### src/hw/pwr_switch_cfg.svh
/*
  Build-time configuration of the power-switch model: latency, domain
  counts and bit layout of the domain vector. Include wherever needed.
*/
`ifndef PWR_SWITCH_CFG_SVH
`define PWR_SWITCH_CFG_SVH

// cycles a switch cell holds back its acknowledge
`define PWR_SWITCH_ACK_LATENCY 15

// domain counts per group
`define PWR_NUM_BANKS          2
`define PWR_NUM_EXT_DOMAINS    1
`define PWR_NUM_DOMAINS        (2 + `PWR_NUM_BANKS + `PWR_NUM_EXT_DOMAINS)

// layout: cpu, peripheral, memory banks, then external domains
`define PWR_CPU_BIT            0
`define PWR_PERIPH_BIT         1
`define PWR_BANK_LSB           2
`define PWR_EXT_LSB            (`PWR_BANK_LSB + `PWR_NUM_BANKS)

`endif

### src/hw/pwr_switch_pkg.sv
/*
  Types shared by the power-switch RTL and its testbench.
  Import into the module header of any file that uses them.
*/
`include "pwr_switch_cfg.svh"

package pwr_switch_pkg;

  // one bit per power domain, active low like the switch requests
  // bit order follows the positions in the cfg header
  typedef logic [`PWR_NUM_DOMAINS-1:0] pwr_dom_vec_t;

  // all domains powered, the state after reset
  localparam pwr_dom_vec_t PWR_ALL_ON = '0;

endpackage

### src/hw/pwr_req_sampler.sv
/*
  Captures the grouped switch requests on the rising clock edge and packs
  them into one domain vector, so that every switch cell sees aligned requests.
*/
`timescale 1ns/1ps

`include "pwr_switch_cfg.svh"

module pwr_req_sampler
  import pwr_switch_pkg::*;
(
  input  logic                            clk_i,
  input  logic                            reset_i,
  input  logic                            cpu_switch_n_i,
  input  logic                            periph_switch_n_i,
  input  logic [`PWR_NUM_BANKS-1:0]       bank_switch_n_i,
  input  logic [`PWR_NUM_EXT_DOMAINS-1:0] ext_switch_n_i,
  output pwr_dom_vec_t                    req_vec_o
);

  pwr_dom_vec_t req_vec_d;
  pwr_dom_vec_t req_vec_q;

  // place every group at its slot in the domain vector
  always_comb begin
    req_vec_d                                           = PWR_ALL_ON;
    req_vec_d[`PWR_CPU_BIT]                             = cpu_switch_n_i;
    req_vec_d[`PWR_PERIPH_BIT]                          = periph_switch_n_i;
    req_vec_d[`PWR_BANK_LSB +: `PWR_NUM_BANKS]          = bank_switch_n_i;
    req_vec_d[`PWR_EXT_LSB +: `PWR_NUM_EXT_DOMAINS]     = ext_switch_n_i;
  end

  // rising edge sampling, one cycle of latency
  always_ff @(posedge clk_i) begin
    if (reset_i) begin
      req_vec_q <= PWR_ALL_ON;
    end else begin
      req_vec_q <= req_vec_d;
    end
  end

  assign req_vec_o = req_vec_q;

endmodule

### src/hw/pwr_switch_cell.sv
/*
  Model of one slow power switch. The acknowledge follows the active-low
  switch request after a fixed number of clock cycles.
*/
`timescale 1ns/1ps

`include "pwr_switch_cfg.svh"

module pwr_switch_cell (
  input  logic clk_i,
  input  logic reset_i,
  input  logic switch_n_i,
  output logic ack_n_o
);

  localparam int unsigned STAGES = `PWR_SWITCH_ACK_LATENCY;

  // each stage holds one cycle of request history
  logic [STAGES-1:0] stage_q;

  always_ff @(posedge clk_i) begin
    if (reset_i) begin
      stage_q <= '0;
    end else begin
      stage_q[0] <= switch_n_i;
      for (int i = 1; i < STAGES; i++) begin
        stage_q[i] <= stage_q[i-1];
      end
    end
  end

  // short request pulses travel through unchanged
  assign ack_n_o = stage_q[STAGES-1];

endmodule

### src/hw/pwr_ack_monitor.sv
/*
  Watches the switch acknowledges: returns them in their request groups,
  pulses a done flag per domain on every change and flags pending switches.
*/
`timescale 1ns/1ps

`include "pwr_switch_cfg.svh"

module pwr_ack_monitor
  import pwr_switch_pkg::*;
(
  input  logic                            clk_i,
  input  logic                            reset_i,
  input  pwr_dom_vec_t                    req_vec_i,
  input  pwr_dom_vec_t                    ack_vec_i,
  output logic                            cpu_switch_ack_n_o,
  output logic                            periph_switch_ack_n_o,
  output logic [`PWR_NUM_BANKS-1:0]       bank_switch_ack_n_o,
  output logic [`PWR_NUM_EXT_DOMAINS-1:0] ext_switch_ack_n_o,
  output pwr_dom_vec_t                    switch_done_o,
  output logic                            switch_busy_o
);

  pwr_dom_vec_t ack_q;
  pwr_dom_vec_t ack_changed;
  pwr_dom_vec_t done_q;
  pwr_dom_vec_t pending;

  // previous acknowledge value, to spot edges
  always_ff @(posedge clk_i) begin
    if (reset_i) begin
      ack_q <= PWR_ALL_ON;
    end else begin
      ack_q <= ack_vec_i;
    end
  end

  assign ack_changed = ack_vec_i ^ ack_q;

  // done lands one cycle after the acknowledge moved
  always_ff @(posedge clk_i) begin
    if (reset_i) begin
      done_q <= '0;
    end else begin
      done_q <= ack_changed;
    end
  end

  assign switch_done_o = done_q;

  // a domain is pending until its acknowledge catches up with the request
  assign pending       = req_vec_i ^ ack_vec_i;
  assign switch_busy_o = |pending;

  // back into request groups
  assign cpu_switch_ack_n_o    = ack_vec_i[`PWR_CPU_BIT];
  assign periph_switch_ack_n_o = ack_vec_i[`PWR_PERIPH_BIT];
  assign bank_switch_ack_n_o   = ack_vec_i[`PWR_BANK_LSB +: `PWR_NUM_BANKS];
  assign ext_switch_ack_n_o    = ack_vec_i[`PWR_EXT_LSB +: `PWR_NUM_EXT_DOMAINS];

endmodule

### src/hw/pwr_switch_emulator.sv
/*
  Top level of the power-switch model: request sampler, one switch cell per
  domain and the acknowledge monitor. Drive the requests and watch the acks.
*/
`timescale 1ns/1ps

`include "pwr_switch_cfg.svh"

module pwr_switch_emulator
  import pwr_switch_pkg::*;
(
  input  logic                            clk_i,
  input  logic                            reset_i,
  // active-low switch requests, 0 powers the domain
  input  logic                            cpu_switch_n_i,
  input  logic                            periph_switch_n_i,
  input  logic [`PWR_NUM_BANKS-1:0]       bank_switch_n_i,
  input  logic [`PWR_NUM_EXT_DOMAINS-1:0] ext_switch_n_i,
  // acknowledges, delayed copies of the requests
  output logic                            cpu_switch_ack_n_o,
  output logic                            periph_switch_ack_n_o,
  output logic [`PWR_NUM_BANKS-1:0]       bank_switch_ack_n_o,
  output logic [`PWR_NUM_EXT_DOMAINS-1:0] ext_switch_ack_n_o,
  output pwr_dom_vec_t                    switch_done_o,
  output logic                            switch_busy_o
);

  pwr_dom_vec_t req_vec;
  pwr_dom_vec_t ack_vec;

  pwr_req_sampler pwr_req_sampler_inst (
    .clk_i             (clk_i),
    .reset_i           (reset_i),
    .cpu_switch_n_i    (cpu_switch_n_i),
    .periph_switch_n_i (periph_switch_n_i),
    .bank_switch_n_i   (bank_switch_n_i),
    .ext_switch_n_i    (ext_switch_n_i),
    .req_vec_o         (req_vec)
  );

  // one slow switch per domain
  for (genvar d = 0; d < `PWR_NUM_DOMAINS; d++) begin : gen_cell
    pwr_switch_cell pwr_switch_cell_inst (
      .clk_i      (clk_i),
      .reset_i    (reset_i),
      .switch_n_i (req_vec[d]),
      .ack_n_o    (ack_vec[d])
    );
  end

  pwr_ack_monitor pwr_ack_monitor_inst (
    .clk_i                 (clk_i),
    .reset_i               (reset_i),
    .req_vec_i             (req_vec),
    .ack_vec_i             (ack_vec),
    .cpu_switch_ack_n_o    (cpu_switch_ack_n_o),
    .periph_switch_ack_n_o (periph_switch_ack_n_o),
    .bank_switch_ack_n_o   (bank_switch_ack_n_o),
    .ext_switch_ack_n_o    (ext_switch_ack_n_o),
    .switch_done_o         (switch_done_o),
    .switch_busy_o         (switch_busy_o)
  );

endmodule

### config.mk
export PLATFORM = sky130hd
export DESIGN_NAME = pwr_switch_emulator
export DESIGN_NICKNAME = d
export VERILOG_FILES = /design/src/hw/pwr_switch_pkg.sv /design/src/hw/pwr_req_sampler.sv /design/src/hw/pwr_switch_cell.sv /design/src/hw/pwr_ack_monitor.sv /design/src/hw/pwr_switch_emulator.sv
export VERILOG_INCLUDE_DIRS = /design/src /design/src/hw
export SDC_FILE = /design/constraint.sdc
export NUM_CORES = 1
export LEC_CHECK = 0
export BUFFER_PORTS_ARGS = -buffer_cell sky130_fd_sc_hd__buf_4
export CORE_ASPECT_RATIO = 1.5
export CORE_MARGIN = 5
export CORE_UTILIZATION = 55
export CTS_CLUSTER_DIAMETER = 100
export DETAILED_ROUTE_END_ITERATION = 8
export GPL_ROUTABILITY_DRIVEN = 0
export GPL_TIMING_DRIVEN = 0
export PLACE_DENSITY = 0.73
export SYNTH_ARGS = -nofsm -noshare
export SYNTH_HDL_FRONTEND = slang
export SYNTH_SLANG_ARGS = --single-unit
### constraint.sdc
create_clock -name clk_i -period 1.5 [get_ports clk_i]
set_input_delay 0.075 -clock clk_i [delete_from_list [all_inputs] [get_ports clk_i]]
set_output_delay 0.075 -clock clk_i [all_outputs]
set_load 0.02 [all_outputs]
==> results of run 1 <==
flip-flops by register name, indices dropped and copies added (netlist names):
signal and cells:
gen_cell.pwr_switch_cell_inst.stage_q 75, pwr_ack_monitor_inst.ack_q 5, pwr_ack_monitor_inst.switch_done_o 5, pwr_req_sampler_inst.req_vec_o 5
cells by family after synthesis:
kind of cell              synth area share
and+or+nand+nor                      0.261
xor gates and xnor gates            0.0321
DFF                                  0.661
buffers and inverters               0.0468
metrics by stage:
step	cells	cell area (µm²)
6_report	307	3220
5_1_grt	307	3220
4_1_cts	307	3220
3_5_place_dp	286	2930
3_3_place_gp	286	2930
2_1_floorplan	204	2730
power breakdown:
part / switching, mW / internal [mW] / leakage (nW)
Combinational: 0.0681 / 0.0659 / 0.408
Clock: 0.802 / 1.11 / 0.113
Sequential: 0.00758 / 2.41 / 0.728
synth_stat cells:
master / n
buf_4: 2
buf_6: 10
dfxtp_1: 90
nand3_1: 1
nor2_1: 5
nor2b_1: 25
nor2b_2: 60
nor3_1: 1
xnor2_1: 7
xor2_1: 3
layout make-up:
cell class,instances,share of cell area
plain buffers,12,0.0396
clock buffers,10,0.0396
repair buffers,21,0.0528
clock inverters,6,0.0353
well taps,66,0.0256
flip-flops and latches,90,0.559
multi-input cells,102,0.248
critical path: stages, from the launching register on:
cell	delay [ns]
dfxtp_1	0.35
xor2_1	0.16
nor3_1	0.19
nand3_1	0.11
buf_4	0.17
repair_timing:
action / in CTS / in global routing
hold buffers: 5 / 0
resized for setup: 0 / 1
hold endpoints to repair: 5 / 0
endpoints found under the setup margin: 0 / 1
metal layers:
layer | GRT usage | share of wire
met1 | 0.135 | 0.43
met2 | 0.193 | 0.49
met3 | 0.0537 | 0.049
met4 | 0.0761 | 0.030
met5 | 0 | 0
final timing paths:
kind / slack (ns) / from / endpoint / cells past startpoint
max: 0.11 / gen_cell[3].pwr_switch_cell_inst.stage_q[14] / switch_busy_o / 4
min: 0.10 / reset_i / gen_cell[4].pwr_switch_cell_inst.stage_q[2] / 3
max reg2reg: 0.81 / gen_cell[4].pwr_switch_cell_inst.stage_q[14] / pwr_ack_monitor_inst.switch_done_o[4] / 2
min reg2reg: 0.44 / gen_cell[3].pwr_switch_cell_inst.stage_q[13] / gen_cell[3].pwr_switch_cell_inst.stage_q[14] / 1
==> results.yml, run 1 <==
detailed_routing:
  antenna_left: 0
  vias: 1325
  vias_per_cell: 4.32
  routed_wl_um: 3380
  firstDrtPassIters: 4
  drtIter0Drc: 48
  wire_per_inst_um: 11.0
  drc: 0
yosys:
  syn_area_per_cell_um2: 13.4
  synth_area_um2: 2730
  synthCells: 204
  synth.distinct_cells: 10
  ys_top_cells_by_area: "dfxtp_1, nor2b_2, nor2b_1"
  syn-num-nets: 211
  ys_seq_elements: 90
  synth_warnings: 0
  yosysTopAreaCell: "dfxtp_1"
  yosys.area.top_type_share: 0.661
  ys_seq_area_frac: 0.661
sta:
  finalSetupViolCount: 0
  fin_ws_ns: 0.105
  fin_skew_ns: 0.00909
  tightest_slew_ns: 0.172
  hold_violations: 0
  holdWs_ns: 0.102
  finalSetupTns_ns: 0
  rsz0062_at_grt: "false"
  finalCriticalPeriod_ns: 1.39
  slew_headroom: 0.885
  report.final.slew_viol_count: 0
  finalCritPeriodShare: 0.930
  fmax_ghz: 0.717
clock_tree:
  clk_latency_ns: 0.35
  cts_setup_buffers: 0
  cts_sinks: 90
  ctsLongestPathBuffers: 2
  cts_tree: "built"
  numCtsBuffers: 9
  path_clk_slew_ns: 0.09
  h-tree-depth: 3
  cts-root-buf: "clkbuf_8"
floorplanning:
  die_h_um: 96.3
  die_w_um: 67.5
  start_util: 0.567
  dieArea_um2: 6500
  core_region_area_um2: 4810
  pin_count: 18
  rows: 31
worst_setup_path:
  crit_path_end_kind: "output port"
  start_kind: "flip-flop"
  cp.arrival_ns: 1.32
  cp_max_fo: 4
  critical_path_class: "flip-flop to output port"
  crit_required_ns: 1.42
global_route:
  grt_pass1_vias: 1317
  antenna_found_initial: 0
  grt_max_degree: 16
  grt-ovfl-total: 0
  grt.total_usage: 0.124
  grt_pass1_wl_um: 5710
power:
  leakage_nw: 1.25
  p_total_mw: 4.46
  powerDensity_nw_per_um2: 1380
  vdd_drop_max_mv: 0.712
final_layout:
  finalCoreUtilization: 0.670
  final_common_cell: "dfxtp_1"
  antenna_cells: 0
  area_growth_pct: 18.2
  drive_gt1_frac: 0.432
  seqCellArea_um2: 1800
  final_cell_mix: "dfxtp_1, nor2b_2, nor2b_1"
  nFillCells: 390
  fin_nets: 243
  multi_input_area_um2: 798
placed_design:
  portBuffers: 16
  place_ws_ns: 0.479
  dp_hpwl_um: 2240
worst_hold_path:
  min_path_type: "input port to flip-flop"
run_status:
  outcome: "completed"
flow_run:
  drv_cap: 0
No activity file was read; power rests on OpenSTA's default activity.
==> inputs of run 2 (changes only) <==
--- a/config.mk
+++ b/config.mk
@@ -15,6 +15,7 @@
 export GPL_ROUTABILITY_DRIVEN = 0
 export GPL_TIMING_DRIVEN = 0
 export PLACE_DENSITY = 0.73
+export SETUP_SLACK_MARGIN = 0.5
 export SYNTH_ARGS = -nofsm -noshare
 export SYNTH_HDL_FRONTEND = slang
 export SYNTH_SLANG_ARGS = --single-unit
==> results.yml, run 2 (synthesized netlist as in run 1, its figures left out) <==
sta:
  report.final.slew_viol_count: 0
  slew_headroom: 0.889
  hold_violations: 0
  finalSetupTns_ns: 0
  tightest_slew_ns: 0.166
  fmax_ghz: 0.735
  finalCriticalPeriod_ns: 1.36
  fin_ws_ns: 0.140
  finalSetupViolCount: 0
  fin_skew_ns: 0.00919
  rsz0062_at_grt: "true"
  finalCritPeriodShare: 0.907
clock_tree:
  cts-root-buf: "clkbuf_8"
  ctsLongestPathBuffers: 2
  cts_sinks: 90
  h-tree-depth: 3
  path_clk_slew_ns: 0.09
  clk_latency_ns: 0.35
  numCtsBuffers: 9
  cts_tree: "built"
placed_design:
  placed_cells: 286
  place_ws_ns: 0.479
  portBuffers: 16
  dp_hpwl_um: 2240
worst_setup_path:
  crit_family: "flip-flops"
  cp_max_fo: 2
  slowest_delay_ns: 0.33
  path_buf_inv: 1
  crit_path_end_kind: "output port"
  critical_path_class: "flip-flop to output port"
  slowest_stage: "dfxtp_2"
  crit_chain: "xor2_1 -> nor3_1 -> nand3_1 -> buf_6"
  crit_required_ns: 1.42
  cp.arrival_ns: 1.29
  start_kind: "flip-flop"
detailed_routing:
  firstDrtPassIters: 4
  antenna_left: 0
  wire_per_inst_um: 11.1
  drtIter0Drc: 45
  vias_per_cell: 4.32
  drc: 0
  routed_wl_um: 3420
  vias: 1336
floorplanning:
  core_region_area_um2: 4810
  start_util: 0.567
  die_h_um: 96.3
  rows: 31
  die_w_um: 67.5
  pin_count: 18
  dieArea_um2: 6500
final_layout:
  antenna_cells: 0
  fin_nets: 245
  final_common_cell: "dfxtp_1"
  final_cell_mix: "dfxtp_1, nor2b_2, nor2b_1"
  largest_reg_flops: 75
  area_growth_pct: 19.5
  drive_gt1_frac: 0.461
  finalNonFillerCells: 309
  regMostFlops: "gen_cell.pwr_switch_cell_inst.stage_q"
power:
  vdd_drop_max_mv: 0.713
  powerDensity_nw_per_um2: 1370
  leakage_nw: 1.27
global_route:
  grt_pass1_wl_um: 5810
  grt.total_usage: 0.126
  grt-ovfl-total: 0
  antenna_found_initial: 0
  grt_pass1_vias: 1330
  grt_max_degree: 16
run_status:
  outcome: "completed"
worst_hold_path:
  min_path_type: "input port to flip-flop"
flow_run:
  drv_cap: 0
run 2: timing repair:
item / 4_1_cts / 5_1_grt
setup buffers: 2 / 0
pin swaps: 1 / 1
resized for setup: 11 / 0
endpoints found under the setup margin: 6 / 4
endpoints found under the hold margin: 5 / 0
hold buffers: 5 / 0
run 2: worst reg2reg max path: stages (launching register included):
cell,delay (ns)
dfxtp_2,0.33
buf_4,0.14
xnor2_1,0.15
nor2_1,0.05
run 2: final cells by class:
cell class	count	area (µm²)
Sequential cell	90	1810
Fill cell	387	1550
Multi-Input combinational cell	102	798
Timing Repair Buffer	23	200
Clock buffer	10	128
Buffer	12	128
Clock inverter	6	114
Tap cell	66	82.6
run 2: routing by layer:
metal | vias up | GRT usage | part of all wire
met1 | 623 | 0.136 | 0.43
met5 | - | 0 | 0
met3 | 7 | 0.0537 | 0.049
met2 | 27 | 0.200 | 0.49
met4 | 0 | 0.0761 | 0.030
li1 | 679 | - | -
run 2: worst paths after layout:
kind,slack (ns),end,from,cells after the start
worst max-delay path,0.14,switch_busy_o,pwr_req_sampler_inst.req_vec_o[0],4
worst min-delay path,0.10,pwr_ack_monitor_inst.switch_done_o[4],reset_i,3
worst max register to register,0.74,pwr_ack_monitor_inst.switch_done_o[0],gen_cell[0].pwr_switch_cell_inst.stage_q[14],3
worst min register to register,0.44,gen_cell[3].pwr_switch_cell_inst.stage_q[14],gen_cell[3].pwr_switch_cell_inst.stage_q[13],1
run 2: metrics by stage:
stage	instance area, µm²	hold WS (ns)	power [mW]	utilization
6_report	3260	0.104	4.46	0.678
5_1_grt	3260	0.104	4.63	0.678
4_1_cts	3260	0.0931	4.51	0.678
3_5_place_dp	2930	0.303	2.60	0.609
3_3_place_gp	2930	0.289	2.59	0.609
2_1_floorplan	2730	0.203	2.57	-
run 2: power breakdown:
part	leakage (nW)	internal (mW)	switching, mW
Sequential	0.731	2.41	0.00761
Combinational	0.423	0.0673	0.0685
Clock	0.113	1.11	0.799
==> inputs of run 3 (changes only) <==
--- a/config.mk
+++ b/config.mk
@@ -7,14 +7,16 @@
 export NUM_CORES = 1
 export LEC_CHECK = 0
 export BUFFER_PORTS_ARGS = -buffer_cell sky130_fd_sc_hd__buf_4
+export CELL_PAD_IN_SITES_DETAIL_PLACEMENT = 1
+export CELL_PAD_IN_SITES_GLOBAL_PLACEMENT = 1
 export CORE_ASPECT_RATIO = 1.5
 export CORE_MARGIN = 5
-export CORE_UTILIZATION = 55
+export CORE_UTILIZATION = 51
 export CTS_CLUSTER_DIAMETER = 100
 export DETAILED_ROUTE_END_ITERATION = 8
 export GPL_ROUTABILITY_DRIVEN = 0
 export GPL_TIMING_DRIVEN = 0
-export PLACE_DENSITY = 0.73
+export PLACE_DENSITY = 0.83
 export SETUP_SLACK_MARGIN = 0.5
 export SYNTH_ARGS = -nofsm -noshare
 export SYNTH_HDL_FRONTEND = slang
==> results.yml, run 3 (synthesized netlist as in run 1, its figures left out) <==
clock_tree:
  cts-root-buf: "clkbuf_8"
  numCtsBuffers: 9
  clk_latency_ns: 0.34
  ctsLongestPathBuffers: 2
  h-tree-depth: 3
  cts_tree: "built"
  cts_sinks: 90
  path_clk_slew_ns: 0.09
worst_setup_path:
  reg2reg_from: "gen_cell[2].pwr_switch_cell_inst.stage_q[14]"
  r2r_end: "pwr_ack_monitor_inst.switch_done_o[2]"
  path_buf_inv: 1
  crit_family: "flip-flops"
  slowest_stage: "dfxtp_1"
  start_kind: "flip-flop"
  crit_path_end_kind: "output port"
  crit_path_start: "pwr_req_sampler_inst.req_vec_o[3]"
  critical_path_class: "flip-flop to output port"
  crit_chain: "xor2_1 -> nor3_1 -> nand3_1 -> buf_4"
  crit_required_ns: 1.42
  r2r_cells: 4
  cp_max_fo: 2
  r2r_slack_ns: 0.58
  slowest_delay_ns: 0.34
  cp.arrival_ns: 1.37
final_layout:
  largest_reg_flops: 75
  fin_nets: 246
  regMostFlops: "gen_cell.pwr_switch_cell_inst.stage_q"
  antenna_cells: 0
  drive_gt1_frac: 0.459
  finalNonFillerCells: 312
  final_common_cell: "dfxtp_1"
  final_cell_mix: "dfxtp_1, nor2b_2, nor2b_1"
  area_growth_pct: 19.4
worst_hold_path:
  whs_endpoint: "gen_cell[0].pwr_switch_cell_inst.stage_q[10]"
  min_path_type: "input port to flip-flop"
  worstHoldPathCells: 3
  hp-start: "reset_i"
floorplanning:
  pin_count: 18
  dieArea_um2: 6940
  core_region_area_um2: 5160
  die_h_um: 99.6
  die_w_um: 69.7
  rows: 32
  start_util: 0.528
power:
  powerDensity_nw_per_um2: 1300
  vdd_drop_max_mv: 0.904
  leakage_nw: 1.26
sta:
  finalCriticalPeriod_ns: 1.45
  holdWs_ns: 0.114
  slew_headroom: 0.853
  rsz0062_at_grt: "true"
  tightest_slew_ns: 0.219
  finalSetupViolCount: 0
  report.final.slew_viol_count: 0
  fin_skew_ns: 0.0104
  finalCritPeriodShare: 0.963
  fmax_ghz: 0.692
  hold_violations: 0
global_route:
  grt.total_usage: 0.117
  antenna_found_initial: 0
  grt_pass1_vias: 1431
  grt_pass1_wl_um: 6340
  grt-ovfl-total: 0
  grt_max_degree: 16
detailed_routing:
  drc: 0
  vias: 1340
  routed_wl_um: 3820
  vias_per_cell: 4.29
  firstDrtPassIters: 4
  drtIter0Drc: 79
  antenna_left: 0
  wire_per_inst_um: 12.3
flow_run:
  drv_cap: 0
run_status:
  outcome: "completed"
placed_design:
  dp_hpwl_um: 2190
  portBuffers: 16
  placed_cells: 288
run 3: cell types whose count changed in the layout (fill, tap and decap cells not counted), sizes merged:
cell | before | now
clkbuf | 10 | 11
inv | 1 | 0
bufinv | 3 | 1
clkinv | 0 | 2
buf | 30 | 31
run 3: worst max-delay path by stage:
stage	to	slack [ns]	cells after the start
after global placement	switch_busy_o	0.50	4
after CTS	switch_busy_o	0.13	4
after floorplan	switch_busy_o	0.52	3
after detailed placement	switch_busy_o	0.48	4
after global routing	switch_busy_o	-0.003	4
final	switch_busy_o	0.05	4
run 3: metal layers:
layer,routed length (µm),GRT usage,up-vias
met1,1610,0.132,628
li1,-,-,678
met3,192,0.0465,7
met5,0,0,-
met4,80,0.0560,0
met2,1940,0.195,27
run 3: stage by stage:
stage | area [µm²] | setup TNS, ns | util | worst slack (ns) | power [mW]
after global placement | 2930 | 0 | 0.568 | 0.500 | 2.60
after global routing | 3260 | -0.00288 | 0.630 | -0.00288 | 4.40
final | 3260 | 0 | 0.630 | 0.0550 | 4.22
after detailed placement | 2930 | 0 | 0.568 | 0.481 | 2.60
after floorplan | 2730 | 0 | - | 0.523 | 2.57
after CTS | 3220 | 0 | 0.623 | 0.125 | 4.27
run 3: power by group:
group          leakage (nW)  total (mW)  internal (mW)  switching [mW]
combinational         0.429       0.137         0.0658          0.0712
sequential            0.731        2.41           2.40         0.00851
clock                 0.102        1.67          0.866           0.803
total                  1.26        4.22           3.33           0.882
run 3: what timing repair did:
item / 4_1_cts / 5_1_grt
resized for setup: 7 / 7
setup endpoints to repair: 6 / 5
buffers inserted: 1 / 2
hold buffers: 5 / 0
pin swaps: 0 / 0
cloned: 0 / 0
endpoints found under the hold margin: 5 / 0
run 3: cell type report:
cell class                      instances  area, µm²
Timing Repair Buffer                   24        208
Sequential cell                        90       1820
Clock buffer                           11        151
Multi-Input combinational cell        102        798
Tap cell                               68       85.1
Buffer                                 12        135
Clock inverter                          5       62.6
Fill cell                             499       1910
run 3: worst reg2reg max path, cell delays in order (launching register included):
cell and delay [ns]:
dfxtp_4 0.35, buf_6 0.12, buf_4 0.12, xnor2_1 0.17, nor2_1 0.06
